$ cat config.mk
export PLATFORM = sky130hd
export DESIGN_NAME = zkbd_top
export DESIGN_NICKNAME = d
export VERILOG_FILES = /design/src/zkbd_pkg.sv /design/src/slavespi.sv /design/src/zkbd_top.sv /design/src/zkbdmus.sv /design/src/zports.sv
export SDC_FILE = /design/constraint.sdc
export NUM_CORES = 1
export LEC_CHECK = 0
export BUFFER_PORTS_ARGS = -buffer_cell sky130_fd_sc_hd__buf_2
export CORE_ASPECT_RATIO = 0.7
export CORE_UTILIZATION = 53
export CTS_CLUSTER_DIAMETER = 30
export CTS_CLUSTER_SIZE = 16
export DETAILED_ROUTE_END_ITERATION = 10
export PLACE_DENSITY_LB_ADDON = 0.3
export SETUP_SLACK_MARGIN = 0.5
export SLEW_MARGIN = 10
export SYNTH_ARGS = -nofsm -noshare
export SYNTH_HDL_FRONTEND = slang
export SYNTH_SLANG_ARGS = --single-unit
$ cat constraint.sdc
create_clock -name fclk -period 3.2 [get_ports fclk]
set_input_delay 0.32 -clock fclk [delete_from_list [all_inputs] [get_ports fclk]]
set_output_delay 0.32 -clock fclk [all_outputs]
set_load 0.005 [all_outputs]
$ cat src/zkbd_pkg.sv
package zkbd_pkg;

	////////////////////////////////////////////////////////////
	// key matrix geometry
	////////////////////////////////////////////////////////////

	localparam int KBD_ROWS  = 8;
	localparam int KBD_COLS  = 5;
	localparam int KBD_BITS  = KBD_ROWS * KBD_COLS;

	// data bytes after the register code in a keyboard frame
	localparam int KBD_BYTES = KBD_BITS / 8;

	////////////////////////////////////////////////////////////
	// spi register codes
	////////////////////////////////////////////////////////////

	localparam logic [7:0] SPI_ADDR_KBD = 8'h10;
	localparam logic [7:0] SPI_ADDR_KJ  = 8'h11;

	////////////////////////////////////////////////////////////
	// z80 i/o ports, low address byte
	////////////////////////////////////////////////////////////

	localparam logic [7:0] PORT_KBD = 8'hFE;
	localparam logic [7:0] PORT_KJ  = 8'h1F;

	// flat view is the spi shift register, first byte in 39..32
	// row view: row r sits at bits 5r+4..5r, keys active low
	typedef union packed
	{
		logic [KBD_BITS-1:0]                flat;
		logic [KBD_ROWS-1:0][KBD_COLS-1:0] rows;
	} kbd_matrix_u;

endpackage

$ cat src/slavespi.sv
`timescale 1ns/100ps

module slavespi(
	input  logic                  fclk,
	input  logic                  rst_n,

	input  logic                  spics_n,
	input  logic                  spick,
	input  logic                  spido,

	output zkbd_pkg::kbd_matrix_u kbd_out,
	output logic                  kbd_stb,
	output logic [4:0]            kj_out,
	output logic                  kj_stb
);

	import zkbd_pkg::*;

	logic [2:0]  cs_sync;
	logic [2:0]  ck_sync;
	logic [1:0]  do_sync;

	logic        cs_rise;
	logic        cs_fall;
	logic        sck_rise;
	logic        sdo;

	logic [2:0]  bit_cnt;
	logic [3:0]  byte_cnt;
	logic [7:0]  code;
	logic [6:0]  rx_byte;
	logic [7:0]  byte_full;
	kbd_matrix_u shreg;

	logic        kbd_hit;
	logic        kj_hit;

	////////////////////////////////////////////////////////////
	// pin synchronizers and edges
	////////////////////////////////////////////////////////////

	always_ff @(posedge fclk)
	begin
		if (!rst_n)
		begin
			cs_sync <= 3'b111;
			ck_sync <= 3'b000;
			do_sync <= 2'b00;
		end
		else
		begin
			cs_sync <= {cs_sync[1:0], spics_n};
			ck_sync <= {ck_sync[1:0], spick};
			do_sync <= {do_sync[0], spido};
		end
	end

	assign cs_rise  =  cs_sync[1] & ~cs_sync[2];
	assign cs_fall  = ~cs_sync[1] &  cs_sync[2];
	// mode 0, sample on rising sck while selected
	assign sck_rise =  ck_sync[1] & ~ck_sync[2] & ~cs_sync[1];
	assign sdo      =  do_sync[1];

	assign byte_full = {rx_byte, sdo};

	////////////////////////////////////////////////////////////
	// bit and byte framing
	////////////////////////////////////////////////////////////

	always_ff @(posedge fclk)
	begin
		if (!rst_n)
		begin
			bit_cnt  <= 3'd0;
			byte_cnt <= 4'd0;
			code     <= 8'd0;
		end
		else if (cs_fall)
		begin
			bit_cnt  <= 3'd0;
			byte_cnt <= 4'd0;
		end
		else if (sck_rise)
		begin
			bit_cnt <= bit_cnt + 3'd1;
			if (bit_cnt == 3'd7)
			begin
				if (byte_cnt == 4'd0)
					code <= byte_full;
				// saturate on long frames
				if (byte_cnt != 4'hF)
					byte_cnt <= byte_cnt + 4'd1;
			end
		end
	end

	// data bytes shift in msb first, first byte ends up on top
	always_ff @(posedge fclk)
	begin
		if (sck_rise)
		begin
			rx_byte <= {rx_byte[5:0], sdo};
			if (bit_cnt == 3'd7 && byte_cnt != 4'd0)
				shreg.flat <= {shreg.flat[KBD_BITS-9:0], byte_full};
		end
	end

	////////////////////////////////////////////////////////////
	// end of frame
	////////////////////////////////////////////////////////////

	assign kbd_hit = (code == SPI_ADDR_KBD) && (bit_cnt == 3'd0) &&
	                 (byte_cnt == 4'(KBD_BYTES + 1));
	assign kj_hit  = (code == SPI_ADDR_KJ) && (bit_cnt == 3'd0) &&
	                 (byte_cnt >= 4'd2);

	always_ff @(posedge fclk)
	begin
		if (!rst_n)
		begin
			kbd_stb <= 1'b0;
			kj_stb  <= 1'b0;
		end
		else
		begin
			kbd_stb <= cs_rise & kbd_hit;
			kj_stb  <= cs_rise & kj_hit;
		end
	end

	assign kbd_out = shreg;
	// last full byte received
	assign kj_out  = shreg.flat[4:0];

	a_one_stb: assert property (@(posedge fclk) disable iff (!rst_n)
		!(kbd_stb && kj_stb));

endmodule

$ cat src/zkbd_top.sv
`timescale 1ns/100ps

module zkbd_top(
	input  logic        fclk,
	input  logic        rst_n,

	input  logic        spics_n,
	input  logic        spick,
	input  logic        spido,

	input  logic        iorq_n,
	input  logic        rd_n,
	input  logic [15:0] a,

	output logic [7:0]  dout,
	output logic        dataout
);

	import zkbd_pkg::*;

	kbd_matrix_u kbd_bus;
	logic        kbd_stb;
	logic [4:0]  kj_bus;
	logic        kj_stb;

	logic [4:0]  kbd_port_data;
	logic [4:0]  kj_port_data;

	slavespi slavespi( .fclk(fclk), .rst_n(rst_n),
	                   .spics_n(spics_n), .spick(spick), .spido(spido),
	                   .kbd_out(kbd_bus), .kbd_stb(kbd_stb),
	                   .kj_out(kj_bus), .kj_stb(kj_stb) );

	zkbdmus zkbdmus( .fclk(fclk), .rst_n(rst_n),
	                 .kbd_in(kbd_bus), .kbd_stb(kbd_stb),
	                 .kj_in(kj_bus), .kj_stb(kj_stb),
	                 .zah(a[15:8]),
	                 .kbd_data(kbd_port_data), .kj_data(kj_port_data) );

	zports zports( .fclk(fclk), .rst_n(rst_n),
	               .iorq_n(iorq_n), .rd_n(rd_n), .a(a),
	               .kbd_data(kbd_port_data), .kj_data(kj_port_data),
	               .dout(dout), .dataout(dataout) );

endmodule

$ cat src/zkbdmus.sv
`timescale 1ns/100ps

module zkbdmus(
	input  logic                  fclk,
	input  logic                  rst_n,

	input  zkbd_pkg::kbd_matrix_u kbd_in,
	input  logic                  kbd_stb,
	input  logic [4:0]            kj_in,
	input  logic                  kj_stb,

	input  logic [7:0]            zah,
	output logic [4:0]            kbd_data,
	output logic [4:0]            kj_data
);

	import zkbd_pkg::*;

	kbd_matrix_u kbd_mat;
	logic [4:0]  kj_reg;

	////////////////////////////////////////////////////////////
	// stored state
	////////////////////////////////////////////////////////////

	always_ff @(posedge fclk)
	begin
		if (!rst_n)
		begin
			kbd_mat.flat <= '1;
			kj_reg       <= 5'd0;
		end
		else
		begin
			if (kbd_stb)
				kbd_mat <= kbd_in;
			if (kj_stb)
				kj_reg <= kj_in;
		end
	end

	// rows picked by low bits of the high address
	always_comb
	begin
		kbd_data = '1;
		for (int r = 0; r < KBD_ROWS; r++)
		begin
			if (!zah[r])
				kbd_data = kbd_data & kbd_mat.rows[r];
		end
	end

	assign kj_data = kj_reg;

	a_kbd_load: assert property (@(posedge fclk) disable iff (!rst_n)
		kbd_stb |=> (kbd_mat.flat == $past(kbd_in.flat)));

endmodule

$ cat src/zports.sv
`timescale 1ns/100ps

module zports(
	input  logic        fclk,
	input  logic        rst_n,

	input  logic        iorq_n,
	input  logic        rd_n,
	input  logic [15:0] a,

	input  logic [4:0]  kbd_data,
	input  logic [4:0]  kj_data,

	output logic [7:0]  dout,
	output logic        dataout
);

	import zkbd_pkg::*;

	logic [1:0] iorq_sync;
	logic [1:0] rd_sync;

	logic       rd_cyc;
	logic       hit_kbd;
	logic       hit_kj;

	////////////////////////////////////////////////////////////
	// z80 strobes into fclk
	////////////////////////////////////////////////////////////

	always_ff @(posedge fclk)
	begin
		if (!rst_n)
		begin
			iorq_sync <= 2'b11;
			rd_sync   <= 2'b11;
		end
		else
		begin
			iorq_sync <= {iorq_sync[0], iorq_n};
			rd_sync   <= {rd_sync[0], rd_n};
		end
	end

	assign rd_cyc  = ~iorq_sync[1] & ~rd_sync[1];
	assign hit_kbd = (a[7:0] == PORT_KBD);
	assign hit_kj  = (a[7:0] == PORT_KJ);

	////////////////////////////////////////////////////////////
	// read data
	////////////////////////////////////////////////////////////

	always_ff @(posedge fclk)
	begin
		if (!rst_n)
			dataout <= 1'b0;
		else
			dataout <= rd_cyc & (hit_kbd | hit_kj);
	end

	// no tape input, upper bits of #FE float high
	always_ff @(posedge fclk)
	begin
		if (rd_cyc && hit_kbd)
			dout <= {3'b111, kbd_data};
		else if (rd_cyc && hit_kj)
			dout <= {3'b000, kj_data};
	end

	a_rd_iorq: assert property (@(posedge fclk) disable iff (!rst_n)
		dataout |-> $past(!iorq_sync[1]));

endmodule
==> reports/metrics.yaml, run 1 <==
route:
  drtAntennaViolNets: 0
  viasPerCell: 5.42
  dr.pass1.iters: 4
  vias: 2879
  drt_wl_total_mm: 8.99
  wire_per_inst_um: 16.9
  drcViolationCount: 0
  drt_iter0_markers: 196
cts:
  clock-sinks: 128
  cts_made_buffers: 17
  ctsHoldBuffers: 0
  cts_setup_buffers: 0
  htreeDepth: 4
  clkLatencyLatePin_ns: 0.41
  clkSlewWorstSetupHoldPaths_ns: 0.05
  post_cts_resized: 0
  cts_tree: "built"
  cts_buffer_depth: 2
  cts-root-buf: "clkbuf_16"
worst_setup_path:
  crit-reg2reg-capture: "slavespi.kbd_out[19]"
  worstPathMaxFanout: 40
  rr_worst_depth: 5
  reg2reg_setup_slack_ns: 1.17
  cp-end-kind: "flop"
  startpoint_type: "flop"
  required_ns: 3.24
  worstReg2RegStart: "slavespi.bit_cnt[0]"
  cp.arrival_ns: 2.07
  critPathKind: "reg -> reg"
grt:
  grt_pass1_wl_mm: 14.1
  grt_max_degree: 76
  antenna_found_initial: 0
  grt.total_usage_pct: 21.3
  grt_pass1_vias: 2750
  globalRoute.totalOverflow: 0
cells_and_area:
  area_growth_pct: 19.8
  drive_above_1_share_pct: 18.5
  nets: 427
  diodes: 0
  seq_area_um2: 3080
  multiInputGateArea_um2: 1480
  nFillCells: 643
timing:
  fin_setup_tns_ns: 0
  slew_headroom_pct: 39.1
  finClkSkew_ns: 0.00910
  fin_hold_ws_ns: 0.0941
  grt_setup_unrepaired: "no"
  fmax_ghz: 0.493
  hold_violations: 0
  tightest_slew_ns: 0.909
  setup_violations: 0
  fin_crit_sh_pct: 63.4
  finalMaxSlewViolations: 0
  finalCriticalPeriod_ns: 2.03
synth:
  ys.flop_type: "dfxtp_1"
  synthTopCellsByArea: "edfxtp_1 (33%), dfxtp_1 (33%), mux2i_1 (12%)"
  async_flop_share_pct: 0
  yosys.area.top_type_share_pct: 33.5
  synth_nets: 390
  synth_edf_count: 52
  synth.yosys.warnings: 0
  syn_avg_cell_area_um2: 12.9
  yosys-top-cells-count: "dfxtp_1 (76), nand2_1 (57), mux2i_1 (55), edfxtp_1 (52), o22ai_1 (20)"
  synth_area_leader_cell: "edfxtp_1"
  ys_seq_elements: 128
  synthesis.area_um2: 4660
  yosysUniqueCellTypes: 38
  syn_inst: 361
  synth_most_common_cell: "dfxtp_1"
  ys_seq_area_share_pct: 66.1
worst_hold_path:
  worstHoldStart: "rd_n"
  whs_endpoint: "zports.rd_sync[0]"
  hold_path_depth: 2
  hold_class: "in -> reg"
die:
  initial_core_util_pct: 55.0
  die_x_um: 114
  design.die.area_um2: 9180
  io_pins: 32
  design.core.area_um2: 8480
  num_rows: 28
  dieHeight_um: 80.5
status:
  outcome: "completed"
placed_design:
  globalplace.congestion: 0.812
  hpwl_mm: 5.71
  io_buffers: 31
power:
  powerDensity_nw_per_um2: 687
  ir_drop_mv: 0.437
  p_leak_nw: 1.96
job:
  maxCapViolations: 0
## flip-flops by register name, summed over array words and instances (netlist names), 3 cells and up
| register | flops |
|---|---|
| slavespi.kbd_out | 40 |
| zkbdmus.kbd_mat | 40 |
| slavespi.code | 8 |
| slavespi.rx_byte | 7 |
| zports.dout | 6 |
| zkbdmus.kj_data | 5 |
| slavespi.byte_cnt | 4 |
| slavespi.bit_cnt | 3 |
| slavespi.ck_sync | 3 |
| slavespi.cs_sync | 3 |
## layout make-up
class / count / area share, %
clock inverter: 11 / 2.75
inverter: 8 / 0.537
clock buffer: 21 / 9.00
sequential: 128 / 55.2
timing repair buffer: 35 / 3.31
multi-input combinational: 208 / 26.5
tap: 120 / 2.69
## layout by cell type (no fill, tap or decap), drive strengths merged, types with 2 or more instances in the layout
cell,synthesis,routed
clkbuf,6,21
nand4bb,2,2
o22ai,20,20
nor2b,5,5
mux2i,55,55
inv,8,8
dfxtp,76,76
nor4,6,6
ha,6,6
bufinv,0,4
nand3,6,6
o21ai,5,5
nand2,57,57
buf,11,35
nand2b,8,8
nor2,5,5
clkinv,0,7
and2,6,6
a21oi,5,5
nor4b,2,2
edfxtp,52,52
mux2,5,5
o41ai,2,2
## critical path, cell delays in order, from the launching register on
cell	delay, ns
dfxtp_1	0.37
ha_1	0.17
ha_1	0.17
nand4bb_1	0.27
a21oi_4	0.19
buf_4	0.48
## metal layers
layer  routed length (µm)  vias to the layer above  track usage (%)  part of all wire (%)
met5                    0                        -                0                     0
met3                  574                       12             6.87                   6.4
met4                  114                        0             9.35                   1.3
met2                 4010                       86             31.5                    45
met1                 4290                     1399             28.7                    48
li1                     -                     1382                -                     -
## metrics by stage
| step | setup slack [ns] | cells | cell area (µm²) | power [mW] | util [%] |
|---|---|---|---|---|---|
| 6_report | 1.17 | 531 | 5590 | 3.84 | 65.9 |
| 5_1_grt | 1.07 | 531 | 5590 | 3.93 | 65.9 |
| 4_1_cts | 1.17 | 531 | 5590 | 3.86 | 65.9 |
| 3_5_place_dp | 1.19 | 499 | 4930 | 1.79 | 58.2 |
| 3_3_place_gp | 1.26 | 499 | 4930 | 1.78 | 58.2 |
| 2_1_floorplan | 0.802 | 361 | 4670 | 1.76 | - |
## how the worst max path moves through the flow
stage,start,to
after floorplan,slavespi.bit_cnt[0],slavespi.kbd_out[0]
after global placement,slavespi.bit_cnt[0],slavespi.kbd_out[34]
after detailed placement,slavespi.bit_cnt[0],slavespi.kbd_out[24]
after CTS,slavespi.bit_cnt[0],slavespi.kbd_out[27]
after global routing,slavespi.bit_cnt[0],slavespi.kbd_out[10]
final,slavespi.bit_cnt[0],slavespi.kbd_out[19]
## power breakdown
group	leakage, nW	total, mW	internal [mW]	switching [mW]
clock	0.323	2.09	1.43	0.661
combinational	0.537	0.0540	0.0205	0.0335
sequential	1.10	1.70	1.69	0.00401
## cell families (layout without fill, tap and decap cells)
kind of cell / count (synthesis) / count (layout) / synth area share (%)
mux: 60 / 60 / 13.0
fa+ha+maj: 6 / 6 / 1.61
buf+inv: 25 / 75 / 2.36
flops: 128 / 128 / 66.1
simple gates: 107 / 107 / 12.2
compound gates: 34 / 34 / 4.56
xor+xnor: 1 / 1 / 0.188
Note: power is estimated with default switching activity, not from simulation.
==> run 2: changes to the inputs <==
- CORE_UTILIZATION: 53 -> 55
- clock period: 3.2 -> 1.9 ns (I/O delays scaled with it)
==> reports/metrics.yaml, run 2 (synthesis gave the netlist of run 1 again) <==
timing:
  tightest_slew_ns: 0.619
  fmax_ghz: 0.642
  setup_violations: 0
  finalCriticalPeriod_ns: 1.56
  fin_crit_sh_pct: 81.9
  setup_ws_ns: 0.343
  grt_setup_unrepaired: "yes"
  slew_headroom_pct: 58.4
  fin_setup_tns_ns: 0
  finClkSkew_ns: 0.00747
  hold_violations: 0
  finalMaxSlewViolations: 0
cells_and_area:
  final_area_um2: 5980
  final_common_cell: "dfxtp_1"
  diodes: 0
  final_cell_mix: "dfxtp_1 (72), nand2_1 (57), mux2i_1 (55)"
  seq_area_um2: 3090
  drive_above_1_share_pct: 25.5
  area_growth_pct: 28.3
  nets: 447
  nFillCells: 473
  multiInputGateArea_um2: 1610
cts:
  clkLatencyLatePin_ns: 0.41
  cts_tree: "built"
  cts-root-buf: "clkbuf_16"
  cts_made_buffers: 17
  cts_buffer_depth: 2
  clkSlewWorstSetupHoldPaths_ns: 0.06
  htreeDepth: 4
  clock-sinks: 128
worst_setup_path:
  crit-reg2reg-capture: "slavespi.kbd_out[25]"
  rr_worst_depth: 5
  startpoint_type: "flop"
  slowest_delay_ns: 0.38
  cp-startpoint: "slavespi.byte_cnt[0]"
  worstPathMaxFanout: 5
  required_ns: 2.03
  cp-end-kind: "flop"
  crit_cells: 5
  cp.arrival_ns: 1.68
  endpoint: "slavespi.kbd_out[25]"
  critPathKind: "reg -> reg"
  path_cells: "inv_1 -> ha_1 -> a21oi_4 -> buf_6 -> clkbuf_16"
  worstReg2RegStart: "slavespi.byte_cnt[0]"
  cp_num_buf_inv: 3
  reg2reg_setup_slack_ns: 0.34
  crit_slowest_cell: "dfxtp_1"
  critical-path-top-delay-family: "buffers and inverters"
die:
  die_x_um: 112
  io_pins: 32
  num_rows: 27
  dieHeight_um: 79.0
  design.core.area_um2: 8040
  initial_core_util_pct: 58.0
  design.die.area_um2: 8860
placed_design:
  globalplace.congestion: 0.864
  io_buffers: 31
  hpwl_mm: 5.84
  dp_slack_ns: 0.184
  dpl-instance-area_um2: 5010
worst_hold_path:
  hold_class: "in -> reg"
  hold_path_depth: 3
grt:
  grt_max_degree: 76
  globalRoute.totalOverflow: 0
  antenna_found_initial: 0
  grt.total_usage_pct: 24.4
  grt_pass1_vias: 2947
  grt_pass1_wl_mm: 15.6
status:
  violations: "design-rule violations"
  outcome: "complete, but fails checks"
route:
  drt_wl_total_mm: 10.7
  drtAntennaViolNets: 0
  dr.pass1.iters: 8
  drcViolationCount: 2
  viasPerCell: 5.95
  vias: 3168
  wire_per_inst_um: 20.1
  drt_iter0_markers: 340
power:
  p_leak_nw: 2.10
  ir_drop_mv: 0.621
  powerDensity_nw_per_um2: 1060
job:
  maxCapViolations: 0
[run 2: cell types whose count changed in the layout (fill, tap and decap cells not counted), sizes merged]
cell         change
buf             +13
bufinv           -3
clkbuf           +3
clkinvlp         +1
dlygate4sd3      +5
inv              +1
[run 2: metrics by stage]
stage,cells,utilization (%),power [mW],hold WS [ns]
CTS,527,72.8,6.35,0.0459
floorplan,361,-,2.96,0.291
detailed placement,480,62.3,3.01,0.375
global route,532,74.4,6.50,0.0711
global placement,480,62.3,3.01,0.372
finish,532,74.4,6.34,0.0529
[run 2: power by group]
group	leakage, nW	switching [mW]	total, mW	internal (mW)
registers	1.10	0.00887	2.86	2.85
logic	0.685	0.0626	0.109	0.0467
clock network	0.318	1.18	3.37	2.19
[run 2: per-layer routing]
| metal | up-vias | routed length (µm) | track usage (%) |
|---|---|---|---|
| met1 | 1534 | 4460 | 32.4 |
| met2 | 178 | 5040 | 37.5 |
| li1 | 1423 | - | - |
| met3 | 33 | 918 | 7.10 |
| met4 | 0 | 265 | 10.8 |
| met5 | - | 0 | 0 |
[run 2: area by class of cell]
class / count / area share, %
Multi-Input combinational cell: 208 / 26.9
Sequential cell: 128 / 51.7
Inverter: 8 / 0.502
Clock inverter: 10 / 1.51
Clock buffer: 22 / 9.20
Timing Repair Buffer: 55 / 8.07
Tap cell: 101 / 2.11
[run 2: worst min-delay path by stage]
stage / from / endpoint
6_report: a[7] / zports.dout[6]
5_1_grt: a[7] / zports.dout[6]
4_1_cts: a[7] / zports.dout[6]
3_5_place_dp: rd_n / zports.rd_sync[0]
3_3_place_gp: spics_n / slavespi.cs_sync[0]
2_1_floorplan: spics_n / slavespi.cs_sync[0]
[run 2: timing repair]
item | in CTS | in global routing
endpoints found under the setup margin | 54 | 57
cloned | 2 | 3
hold endpoints to repair | 5 | 0
gates resized for setup | 13 | 13
setup buffers | 8 | 2
pin swaps | 3 | 5
hold buffers | 5 | 0
[run 2: tightest hold or removal path, cell delays in order]
cell and delay [ns]:
buf_2 0.10, o41ai_1 0.07, nand3b_1 0.07
